$ cat src/source/id_queue_cfg.svh
// Size settings of the ID queue, included by its package and by the testbench
`ifndef ID_QUEUE_CFG_SVH
`define ID_QUEUE_CFG_SVH

// Number of bits in an ID
// Every ID value may have its own FIFO chain in the queue
`define ID_QUEUE_ID_WIDTH 2

// Number of bits in one stored element
// The exists mask has the same width
`define ID_QUEUE_DATA_WIDTH 8

// Total number of element slots, shared by all IDs
// A push is refused once all of them are in use
`define ID_QUEUE_CAPACITY 8

`endif

$ cat src/source/id_queue_pkg.sv
// Types and derived sizes shared by all ID queue modules, referenced by scoped names
`include "id_queue_cfg.svh"
`default_nettype none

package id_queue_pkg;

    // Number of element slots in the linked data store
    localparam int unsigned capacity = `ID_QUEUE_CAPACITY;

    // Number of distinct IDs
    localparam int unsigned n_ids = 2 ** `ID_QUEUE_ID_WIDTH;

    // The table never needs more entries than there are IDs or slots
    localparam int unsigned ht_capacity = (n_ids <= capacity) ? n_ids : capacity;

    // Index widths, kept at one bit or more for tiny configurations
    localparam int unsigned ld_idx_width = (capacity > 1) ? $clog2(capacity) : 1;
    localparam int unsigned ht_idx_width = (ht_capacity > 1) ? $clog2(ht_capacity) : 1;

    typedef logic [`ID_QUEUE_ID_WIDTH-1:0] id_t;
    typedef logic [`ID_QUEUE_DATA_WIDTH-1:0] data_t;
    typedef logic [ld_idx_width-1:0] ld_idx_t;
    typedef logic [ht_idx_width-1:0] ht_idx_t;

    // One head-tail entry: the ID and the slots of its oldest and newest element
    typedef struct packed {
        id_t     id;
        ld_idx_t head;
        ld_idx_t tail;
        logic    free;
    } head_tail_t;

    // One element slot with its link to the next younger element of the same ID
    typedef struct packed {
        data_t   data;
        ld_idx_t next;
        logic    free;
    } linked_data_t;

endpackage

`default_nettype wire

$ cat src/source/head_tail_table.sv
// Head-tail table of the ID queue with its controller interface; maps live IDs to slots
`default_nettype none

interface ht_if;
    // Lookup request from the controller
    id_queue_pkg::id_t          lookup_id;
    logic                       lookup_valid;
    // Whole-entry write, applied on the next rising edge
    logic                       wr_en;
    id_queue_pkg::ht_idx_t      wr_idx;
    id_queue_pkg::head_tail_t   wr_entry;
    // Lookup result and free-entry search
    logic                       hit;
    id_queue_pkg::ht_idx_t      match_idx;
    id_queue_pkg::head_tail_t   match_entry;
    id_queue_pkg::ht_idx_t      free_idx;
    logic                       free_valid;

    modport tbl (
        input  lookup_id, lookup_valid, wr_en, wr_idx, wr_entry,
        output hit, match_idx, match_entry, free_idx, free_valid
    );

    modport ctrl (
        output lookup_id, lookup_valid, wr_en, wr_idx, wr_entry,
        input  hit, match_idx, match_entry, free_idx, free_valid
    );
endinterface

module head_tail_table (
    input wire logic clk_i,
    input wire logic rst_ni,
    ht_if.tbl        ht
);

    localparam int unsigned n_entries = id_queue_pkg::ht_capacity;

    // Value of an entry that holds no ID
    localparam id_queue_pkg::head_tail_t entry_free = '{
        id:   '0,
        head: '0,
        tail: '0,
        free: 1'b1
    };

    id_queue_pkg::head_tail_t [n_entries-1:0] entry_q;

    logic [n_entries-1:0]  id_match;
    logic [n_entries-1:0]  entry_is_free;
    id_queue_pkg::ht_idx_t match_idx;
    logic                  no_free;

    // Compare the lookup ID against every live entry
    for (genvar i = 0; i < n_entries; i++) begin : gen_match
        assign id_match[i] = ht.lookup_valid && !entry_q[i].free &&
                             (entry_q[i].id == ht.lookup_id);
        assign entry_is_free[i] = entry_q[i].free;
    end

    assign ht.hit = |id_match;

    // One-hot to binary, OR of the indices of all set bits
    // Only one bit can be set since each ID owns at most one entry
    always_comb begin
        match_idx = '0;
        for (int i = 0; i < n_entries; i++) begin
            if (id_match[i]) begin
                match_idx = match_idx | id_queue_pkg::ht_idx_t'(i);
            end
        end
    end

    assign ht.match_idx   = match_idx;
    assign ht.match_entry = entry_q[match_idx];

    // Lowest free entry, taken when a push brings a new ID
    lzc #(
        .WIDTH (n_entries)
    ) u_free_lzc (
        .in_i    (entry_is_free),
        .cnt_o   (ht.free_idx),
        .empty_o (no_free)
    );

    assign ht.free_valid = !no_free;

    // Entries start out free and are replaced whole on a write
    always_ff @(posedge clk_i or negedge rst_ni) begin
        if (!rst_ni) begin
            for (int i = 0; i < n_entries; i++) begin
                entry_q[i] <= entry_free;
            end
        end else if (ht.wr_en) begin
            entry_q[ht.wr_idx] <= ht.wr_entry;
        end
    end

    // Two live entries with the same ID would split one FIFO chain
    a_unique_id : assert property (@(posedge clk_i) disable iff (!rst_ni)
        $onehot0(id_match));

endmodule

`default_nettype wire

$ cat src/source/linked_data_store.sv
// Linked element store of the ID queue with its controller interface and the exists search
`default_nettype none

interface ld_if;
    // New element, written into the lowest free slot
    logic                    alloc_en;
    id_queue_pkg::data_t     alloc_data;
    // Link of the old tail to the new slot
    logic                    link_en;
    id_queue_pkg::ld_idx_t   link_idx;
    id_queue_pkg::ld_idx_t   link_next;
    // Slot release on a pop
    logic                    release_en;
    id_queue_pkg::ld_idx_t   release_idx;
    // Read port for the head of a chain
    id_queue_pkg::ld_idx_t   rd_idx;
    id_queue_pkg::data_t     rd_data;
    id_queue_pkg::ld_idx_t   rd_next;
    // Allocation status
    id_queue_pkg::ld_idx_t   free_idx;
    logic                    full;

    modport store (
        input  alloc_en, alloc_data, link_en, link_idx, link_next,
        input  release_en, release_idx, rd_idx,
        output free_idx, full, rd_data, rd_next
    );

    modport ctrl (
        output alloc_en, alloc_data, link_en, link_idx, link_next,
        output release_en, release_idx, rd_idx,
        input  free_idx, full, rd_data, rd_next
    );
endinterface

module linked_data_store (
    input  wire logic                 clk_i,
    input  wire logic                 rst_ni,
    ld_if.store                       ld,
    input  wire id_queue_pkg::data_t  exists_data_i,
    input  wire id_queue_pkg::data_t  exists_mask_i,
    input  wire logic                 exists_req_i,
    output logic                      exists_o,
    output logic                      exists_gnt_o,
    output id_queue_pkg::data_t       exists_data_o
);

    localparam int unsigned n_slots = id_queue_pkg::capacity;

    // Value of an unused slot
    localparam id_queue_pkg::linked_data_t slot_free = '{
        data: '0,
        next: '0,
        free: 1'b1
    };

    id_queue_pkg::linked_data_t [n_slots-1:0] slot_q;

    logic [n_slots-1:0]    slot_is_free;
    logic [n_slots-1:0]    exists_match;
    id_queue_pkg::ld_idx_t exists_idx;
    logic                  exists_none;
    logic                  no_free;

    for (genvar i = 0; i < n_slots; i++) begin : gen_slot
        assign slot_is_free[i] = slot_q[i].free;
        // A bit takes part in the compare only where the mask is set
        // Free slots are never reported as a match
        assign exists_match[i] = !slot_q[i].free &&
            (((slot_q[i].data ^ exists_data_i) & exists_mask_i) == '0);
    end

    // A push always fills the lowest free slot
    lzc #(
        .WIDTH (n_slots)
    ) u_free_lzc (
        .in_i    (slot_is_free),
        .cnt_o   (ld.free_idx),
        .empty_o (no_free)
    );

    assign ld.full = no_free;

    // Head read for the controller, used for output data and head advance
    assign ld.rd_data = slot_q[ld.rd_idx].data;
    assign ld.rd_next = slot_q[ld.rd_idx].next;

    // The exists search reports the lowest matching slot
    lzc #(
        .WIDTH (n_slots)
    ) u_exists_lzc (
        .in_i    (exists_match),
        .cnt_o   (exists_idx),
        .empty_o (exists_none)
    );

    assign exists_gnt_o  = exists_req_i;
    assign exists_o      = exists_req_i && !exists_none;
    assign exists_data_o = slot_q[exists_idx].data;

    // Allocation and link always hit different slots, the link goes to a live tail
    always_ff @(posedge clk_i or negedge rst_ni) begin
        if (!rst_ni) begin
            for (int i = 0; i < n_slots; i++) begin
                slot_q[i] <= slot_free;
            end
        end else begin
            if (ld.alloc_en) begin
                slot_q[ld.free_idx] <= '{data: ld.alloc_data, next: '0, free: 1'b0};
            end
            if (ld.link_en) begin
                slot_q[ld.link_idx].next <= ld.link_next;
            end
            if (ld.release_en) begin
                slot_q[ld.release_idx].free <= 1'b1;
            end
        end
    end

    // A pop must release a slot that the table still points at
    a_release_live : assert property (@(posedge clk_i) disable iff (!rst_ni)
        ld.release_en |-> !slot_q[ld.release_idx].free);

    // The controller must respect back-pressure
    a_alloc_not_full : assert property (@(posedge clk_i) disable iff (!rst_ni)
        ld.alloc_en |-> !ld.full);

endmodule

`default_nettype wire

$ cat src/source/lzc.sv
// Lowest-set-bit finder, used for free-slot, free-entry and exists-match searches
`default_nettype none

module lzc #(
    parameter int unsigned WIDTH = 4,
    localparam int unsigned cnt_width = (WIDTH > 1) ? $clog2(WIDTH) : 1
) (
    input  wire logic [WIDTH-1:0]     in_i,
    output logic      [cnt_width-1:0] cnt_o,
    output logic                      empty_o
);

    // Scan from the top down so that the lowest set bit is written last
    // An all-zero input leaves the index at zero
    always_comb begin
        cnt_o = '0;
        for (int i = WIDTH - 1; i >= 0; i--) begin
            if (in_i[i]) begin
                cnt_o = cnt_width'(i);
            end
        end
    end

    // Flags that no bit is set, the index is meaningless then
    assign empty_o = ~|in_i;

endmodule

`default_nettype wire

$ cat src/source/queue_control.sv
// Controller of the ID queue; arbitrates push against output access and drives all updates
`default_nettype none

module queue_control (
    input  wire logic                 clk_i,
    input  wire logic                 rst_ni,
    input  wire id_queue_pkg::id_t    inp_id_i,
    input  wire id_queue_pkg::data_t  inp_data_i,
    input  wire logic                 inp_req_i,
    output logic                      inp_gnt_o,
    input  wire id_queue_pkg::id_t    oup_id_i,
    input  wire logic                 oup_pop_i,
    input  wire logic                 oup_req_i,
    output id_queue_pkg::data_t       oup_data_o,
    output logic                      oup_data_valid_o,
    output logic                      oup_gnt_o,
    ht_if.ctrl                        ht,
    ld_if.ctrl                        ld
);

    logic push;

    // Pushes are accepted while a slot is free and win over output access
    assign inp_gnt_o = !ld.full;
    assign push      = inp_req_i && inp_gnt_o;

    // Output data is the head of the looked-up chain
    assign oup_data_o = ld.rd_data;

    always_comb begin
        // The table looks up whichever ID the granted access uses
        ht.lookup_id    = push ? inp_id_i : oup_id_i;
        ht.lookup_valid = push || oup_req_i;
        ht.wr_en        = 1'b0;
        ht.wr_idx       = ht.match_idx;
        ht.wr_entry     = ht.match_entry;
        ld.alloc_en     = 1'b0;
        ld.alloc_data   = inp_data_i;
        ld.link_en      = 1'b0;
        ld.link_idx     = ht.match_entry.tail;
        ld.link_next    = ld.free_idx;
        ld.release_en   = 1'b0;
        ld.release_idx  = ht.match_entry.head;
        ld.rd_idx       = ht.match_entry.head;
        oup_gnt_o        = 1'b0;
        oup_data_valid_o = 1'b0;
        if (push) begin
            ld.alloc_en = 1'b1;
            ht.wr_en    = 1'b1;
            if (!ht.hit) begin
                // First element of this ID opens a fresh entry
                ht.wr_idx   = ht.free_idx;
                ht.wr_entry = '{id: inp_id_i, head: ld.free_idx, tail: ld.free_idx, free: 1'b0};
            end else begin
                // Append behind the current tail
                ld.link_en       = 1'b1;
                ht.wr_entry.tail = ld.free_idx;
            end
        end else if (oup_req_i) begin
            oup_gnt_o        = 1'b1;
            oup_data_valid_o = ht.hit;
            if (ht.hit && oup_pop_i) begin
                ld.release_en = 1'b1;
                ht.wr_en      = 1'b1;
                if (ht.match_entry.head == ht.match_entry.tail) begin
                    // Last element of this ID, the entry goes back to the free pool
                    ht.wr_entry.free = 1'b1;
                end else begin
                    ht.wr_entry.head = ld.rd_next;
                end
            end
        end
    end

    // A new ID always finds room since entries never outnumber IDs or slots
    a_ht_room : assert property (@(posedge clk_i) disable iff (!rst_ni)
        (push && !ht.hit) |-> ht.free_valid);

endmodule

`default_nettype wire

$ cat src/source/id_queue.sv
// Top level of the ID queue; connects table, store and controller to plain ports
`default_nettype none

module id_queue (
    input  wire logic                 clk_i,
    input  wire logic                 rst_ni,

    // Push port
    input  wire id_queue_pkg::id_t    inp_id_i,
    input  wire id_queue_pkg::data_t  inp_data_i,
    input  wire logic                 inp_req_i,
    output logic                      inp_gnt_o,

    // Masked search over all stored elements
    input  wire id_queue_pkg::data_t  exists_data_i,
    input  wire id_queue_pkg::data_t  exists_mask_i,
    input  wire logic                 exists_req_i,
    output id_queue_pkg::data_t       exists_data_o,
    output logic                      exists_o,
    output logic                      exists_gnt_o,

    // Read or pop port
    input  wire id_queue_pkg::id_t    oup_id_i,
    input  wire logic                 oup_pop_i,
    input  wire logic                 oup_req_i,
    output id_queue_pkg::data_t       oup_data_o,
    output logic                      oup_data_valid_o,
    output logic                      oup_gnt_o
);

    ht_if ht_bus ();
    ld_if ld_bus ();

    head_tail_table u_head_tail_table (
        .clk_i  (clk_i),
        .rst_ni (rst_ni),
        .ht     (ht_bus.tbl)
    );

    // The exists search lives entirely in the store
    linked_data_store u_linked_data_store (
        .clk_i         (clk_i),
        .rst_ni        (rst_ni),
        .ld            (ld_bus.store),
        .exists_data_i (exists_data_i),
        .exists_mask_i (exists_mask_i),
        .exists_req_i  (exists_req_i),
        .exists_o      (exists_o),
        .exists_gnt_o  (exists_gnt_o),
        .exists_data_o (exists_data_o)
    );

    queue_control u_queue_control (
        .clk_i            (clk_i),
        .rst_ni           (rst_ni),
        .inp_id_i         (inp_id_i),
        .inp_data_i       (inp_data_i),
        .inp_req_i        (inp_req_i),
        .inp_gnt_o        (inp_gnt_o),
        .oup_id_i         (oup_id_i),
        .oup_pop_i        (oup_pop_i),
        .oup_req_i        (oup_req_i),
        .oup_data_o       (oup_data_o),
        .oup_data_valid_o (oup_data_valid_o),
        .oup_gnt_o        (oup_gnt_o),
        .ht               (ht_bus.ctrl),
        .ld               (ld_bus.ctrl)
    );

endmodule

`default_nettype wire

$ cat config.mk
export PLATFORM = sky130hd
export DESIGN_NAME = id_queue
export DESIGN_NICKNAME = d
export VERILOG_FILES = /design/src/source/id_queue_pkg.sv /design/src/source/head_tail_table.sv /design/src/source/linked_data_store.sv /design/src/source/lzc.sv /design/src/source/queue_control.sv /design/src/source/id_queue.sv
export VERILOG_INCLUDE_DIRS = /design/src /design/src/source
export SDC_FILE = /design/constraint.sdc
export NUM_CORES = 1
export LEC_CHECK = 0
export BUFFER_PORTS_ARGS = -buffer_cell sky130_fd_sc_hd__buf_2
export CAP_MARGIN = 20
export CORE_MARGIN = 2
export CORE_UTILIZATION = 55
export CTS_BUF_LIST = sky130_fd_sc_hd__clkbuf_4 sky130_fd_sc_hd__clkbuf_8 sky130_fd_sc_hd__clkbuf_16
export DETAILED_ROUTE_END_ITERATION = 7
export GPL_TIMING_DRIVEN = 1
export PLACE_DENSITY = 0.73
export SETUP_SLACK_MARGIN = 0.02
export SYNTH_ARGS = -nofsm -noshare
export SYNTH_HDL_FRONTEND = slang
export SYNTH_SLANG_ARGS = --single-unit
$ cat constraint.sdc
create_clock -name clk_i -period 4 [get_ports clk_i]
set_input_delay 0.4 -clock clk_i [delete_from_list [all_inputs] [get_ports clk_i]]
set_output_delay 0.4 -clock clk_i [all_outputs]
set_load 0.02 [all_outputs]
==> results of run 1 <==
[layout make-up]
class / instances / area, um^2
clock buffer: 21 / 474.2
antenna: 1 / 2.502
tap: 188 / 235.2
sequential: 132 / 3318
inverter: 8 / 37.54
fill: 1074 / 4299
timing repair inverter: 1 / 7.507
multi-input combinational: 742 / 5349
timing repair buffer: 156 / 1274
clock inverter: 11 / 148.9
[cell usage after synthesis, drive strengths merged, types with 8 or more instances]
library cell / number
nand3: 38
nand2: 250
xnor2: 9
o21ai: 47
dfstp: 12
inv: 8
a22oi: 9
xor2: 66
nor3: 9
o211ai: 12
dfrtp: 120
nor2: 38
buf: 35
a21oi: 26
mux2i: 84
mux2: 63
and3: 9
clkbuf: 34
[worst max path at each step]
stage	cells after the start	to
2_1_floorplan	16	oup_data_o[1]
3_3_place_gp	15	oup_data_o[5]
3_5_place_dp	16	u_head_tail_table.entry_q[6]
4_1_cts	17	oup_data_o[5]
5_1_grt	15	oup_data_o[5]
6_report	15	oup_data_o[5]
[metal layers]
metal  share of wire (%)  vias up  track usage [%]  routed length [um]
li1                    -     3537                -                   -
met1                  39     3908            44.42               11080
met2                  46      526            50.75               13060
met3                  10      117            6.819                2886
met4                 4.2        0            13.57                1197
met5                   0        -                0                   0
[flip-flops by register name (all words and copies together) (netlist names)]
name,count
u_linked_data_store.slot_q,88
u_head_tail_table.entry_q,32
u_linked_data_store.slot_is_free,8
u_head_tail_table.entry_is_free,4
[stage by stage]
step	area (um^2)	setup TNS [ns]	hold WS (ns)	std cells
2_1_floorplan	8573	0	0.1044	951
3_3_place_gp	9279	0	0.4635	1184
3_5_place_dp	9279	0	0.4690	1184
4_1_cts	10380	-2.069	0.01527	1242
5_1_grt	10840	-5.918	0.04574	1259
6_report	10850	-3.658	-0.03313	1260
[cell families (layout without fill, tap and decap cells)]
group                  count (synthesis)  count (layout)  share of synthesized area (%)
multiplexers                         147             147                          18.44
buffers and inverters                 77             197                          3.746
flip-flops                           132             132                          38.96
AO/OA/AOI/OAI                        151             151                          12.63
AND/OR/NAND/NOR                      369             369                          18.51
XOR/XNOR                              75              75                          7.713
other                                  0               1                              0
[repair_timing]
action	4_1_cts	5_1_grt
pin swaps	15	21
endpoints found under the setup margin	12	69
resized for setup	55	78
buffers inserted	24	17
endpoints found under the hold margin	0	0
cloned	2	1
==> out/results.ini, run 1 <==
[outcome]
status=finished with violations
violations=negative hold slack, negative setup slack

[setup_path]
slowest_delay_ns=0.55
arrival_ns=3.86
crit_buf_inv=4
cp_max_fo=15
crit_chain=or4_4, o21ai_4, mux2i_4, buf_6, xnor2_4, nor2_4, buf_6, a32o_1, a211o_4, buf_12, mux2i_1, nand2_2, nand3_2, nand2_2, buf_6
crit_required_ns=3.60
cp_top_family=simple AND/OR/NAND/NOR gates
reg2reg_to=u_head_tail_table.entry_q[4]
reg2reg_depth=17
cpMostUsedCell=buf_6
crit_type=register to output port
r2r-start=u_linked_data_store.slot_is_free[1]
start_kind=register
rrSetupSlack_ns=-0.19
cp_slowest_cell=or4_4
startpoint=u_linked_data_store.slot_is_free[1]
endpoint_kind=output port

[sta]
slew_headroom_pct=23.62
tightest_slew_ns=1.142
holdWs_ns=-0.03313
finalSetupViolCount=22
post-route-period-util_pct=106.5
period_needed_ns=4.259
slew_violations=0
rsz0062_at_grt=true
fin_ws_ns=-0.2593
max_freq_mhz=234.8
clock_skew_ns=0.01041
hold_viol=17

[logic_synthesis]
ys_ff_latch=132
synth_edf_count=0
synth_top_area_share_pct=35.26
yosys.cell_types.count=65
yosysWarnings=0
synthCells=951
netlist_top_cells_area=dfrtp_1 35%, nand2_1 11%, mux2i_1 9.6%
syn_area_per_cell_um2=8.956
syn_area_mm2=0.008517
synth_area_leader_cell=dfrtp_1
seq_area_frac_synth_pct=38.96
synth_top_flop_cell=dfrtp_1
synth_fp_nets=985
synthArstFlopShare_pct=100.0

[final_layout]
mostFrequentLayoutCells=234 x nand2_1, 120 x dfrtp_1, 78 x mux2i_1
utilization_pct=71.62
mostFrequentLayoutCell=nand2_1
nets=1092
layout-drive-gt1-share_pct=32.31
area_delta_synth_final_pct=27.35

[floorplan]
initial_core_util_pct=56.23
die_y_um=128.4
rows=45
die_w_um=128.4
design.core.area_mm2=0.01515
die_area_mm2=0.01650
io_pins=55

[placed_design]
place_ws_ns=0.01513
place_congestion=1.006
dpl.hpwl_um=16910
numPortBuffers=54

[clocking]
cts_buffers=17
cts_root_buffer=clkbuf_16
clock-sinks=132
insertion_delay_ns=0.43
h-tree-depth=4
cts_tree=done
clk_pin_slew_ns=0.06
clock_path_buffers=2
cts_hold_buf=0

[grt]
grt_overflow=0
grt_use_total_pct=32.54
grt_pass1_vias=7512
grt_pass1_wl_um=41020
grt_max_degree=75
antenna_found_initial=1

[detailed_routing]
drtPass1Iterations=8
first_iter_violations=956
drc=0
wl_per_cell_um=22.40
vias=8088
antenna_left=0
vias_per_cell=6.419
wl_um=28220

[hold_path]
hp-class=input port to asynchronous set/reset pin

[job]
maxCapViolCount=0

Power of run 1 is left out: the tool's default activity adds up to more than one toggle a clock period on the data nets, which glitch-free logic cannot reach.
==> run 2, diff against run 1 <==
--- a/config.mk
+++ b/config.mk
@@ -13,6 +13,7 @@
 export CTS_BUF_LIST = sky130_fd_sc_hd__clkbuf_4 sky130_fd_sc_hd__clkbuf_8 sky130_fd_sc_hd__clkbuf_16
 export DETAILED_ROUTE_END_ITERATION = 7
 export GPL_TIMING_DRIVEN = 1
+export MAX_ROUTING_LAYER = met4
 export PLACE_DENSITY = 0.73
 export SETUP_SLACK_MARGIN = 0.02
 export SYNTH_ARGS = -nofsm -noshare
==> out/results.ini, run 2 (synthesis results as in run 1) <==
[clocking]
clk_pin_slew_ns=0.06  ; about the same
cts_hold_buf=0  ; unchanged
cts_tree=done
insertion_delay_ns=0.43  ; about the same
clock_path_buffers=2  ; unchanged
cts_buffers=17  ; unchanged
cts_root_buffer=clkbuf_16
clock-sinks=132  ; unchanged
h-tree-depth=4  ; unchanged

[setup_path]
cp_max_fo=11  ; -4
crit_required_ns=3.60  ; about the same
r2r-start=u_linked_data_store.slot_is_free[1]
startpoint=u_linked_data_store.slot_is_free[1]
arrival_ns=3.81  ; -0.05 ns
crit_type=register to output port
endpoint_kind=output port
start_kind=register

[floorplan]
rows=45  ; unchanged
design.core.area_mm2=0.01515  ; unchanged
io_pins=55  ; unchanged
die_area_mm2=0.01650  ; unchanged
initial_core_util_pct=56.23  ; unchanged
die_w_um=128.4  ; unchanged
die_y_um=128.4  ; unchanged

[grt]
grt_max_degree=84  ; +12%
grt_pass1_vias=7476  ; -0.48%
grt_use_total_pct=33.13  ; +0.58 points
grt_pass1_wl_um=40450  ; -1.4%
grt_overflow=0  ; unchanged
antenna_found_initial=0  ; -1

[sta]
period_needed_ns=4.210  ; -0.04887 ns
max_freq_mhz=237.5  ; +1.2%
slew_headroom_pct=23.06  ; -0.56 points
clock_skew_ns=0.008254  ; -0.002155 ns
rsz0062_at_grt=true
finalSetupViolCount=20  ; -9.1%
tightest_slew_ns=1.150  ; +0.008337 ns
post-route-period-util_pct=105.3  ; -1.2 points
fin_ws_ns=-0.2104  ; +0.04887 ns
hold_viol=0  ; -17
slew_violations=0  ; unchanged

[placed_design]
place_congestion=1.009  ; +0.24%
numPortBuffers=54  ; unchanged
dpl.hpwl_um=16670  ; -1.4%
place_ws_ns=-0.02564  ; -0.04077 ns

[hold_path]
hp-class=input port to asynchronous set/reset pin

[detailed_routing]
wl_um=28330  ; +0.38%
drc=0  ; unchanged
antenna_left=0  ; unchanged
wl_per_cell_um=22.48  ; +0.38%
vias=7993  ; -1.2%
drtPass1Iterations=8  ; unchanged
vias_per_cell=6.344  ; -1.2%
first_iter_violations=990  ; +3.6%

[job]
maxCapViolCount=0  ; unchanged

[final_layout]
utilization_pct=71.23  ; -0.39 points
mostFrequentLayoutCells=241 x nand2_1, 120 x dfrtp_1, 82 x buf_4
largest_reg_flops=88  ; unchanged
regMostFlops=u_linked_data_store.slot_q
nets=1092  ; unchanged
mostFrequentLayoutCell=nand2_1
layout-drive-gt1-share_pct=31.93  ; -0.37 points
n_fill_cell=1032  ; -3.9%
area_delta_synth_final_pct=26.66

[outcome]
violations=negative setup slack
status=finished with violations

-- run 2: final timing paths --
path,endpoint,cells after the start,slack [ns]
worst max register to register,u_head_tail_table.entry_q[13],17,-0.12
min in group clk_i,u_linked_data_store.slot_q[53],3,0.26
worst min register to register,u_head_tail_table.entry_q[11],2,0.49
worst min-delay path,u_head_tail_table.entry_q[26],1,0.02
worst max-delay path,oup_data_o[3],17,-0.21
max in group asynchronous,u_linked_data_store.slot_q[33],2,3.06
-- run 2: repair_timing --
action | 4_1_cts | 5_1_grt
setup endpoints to repair | 12 | 59
pin swaps | 5 | 38
setup buffers | 26 | 17
cloned | 2 | 2
gates resized for setup | 43 | 65
-- run 2: through the flow --
step | setup TNS, ns | cell area (um^2) | std cells | hold WS [ns]
floorplan | 0 | 8573 | 951 | 0.1044
global placement | 0 | 9256 | 1181 | 0.4660
detailed placement | -0.02564 | 9256 | 1181 | 0.4761
CTS | -1.348 | 10310 | 1241 | 0.05470
global route | -4.984 | 10790 | 1259 | 0.07389
finish | -2.504 | 10790 | 1260 | 0.02365
-- run 2: final cells by class --
cell class                 instances  area, um^2  share of cell area (%)
antenna                            1       2.502                 0.02320
clock buffer                      21       467.9                   4.338
clock inverter                    11       127.6                   1.183
inverter                           8       37.54                  0.3479
multi-input combinational        742        5326                   49.37
sequential                       132        3318                   30.76
tap                              188       235.2                   2.180
timing repair buffer             156        1265                   11.73
timing repair inverter             1       7.507                 0.06959
-- run 2: worst max-delay path, cell delays in order (launching register included) --
cell	delay, ns
dfstp_2	0.37
or4_4	0.56
o21ai_4	0.21
mux2i_4	0.34
buf_6	0.15
xnor2_4	0.11
a2111oi_4	0.05
buf_6	0.16
buf_4	0.14
a31oi_4	0.33
o22ai_4	0.15
buf_12	0.17
clkinvlp_4	0.07
buf_6	0.17
nand2_1	0.10
nand3_2	0.08
nand2_2	0.05
buf_4	0.15
-- run 2: routing by layer --
| layer | global-route usage [%] | wire length (um) |
|---|---|---|
| met5 | - | 0 |
| met4 | 14.67 | 1403 |
| met3 | 6.528 | 2695 |
| met2 | 49.53 | 12930 |
| met1 | 43.92 | 11300 |
Power of run 2 is left out for the same reason.
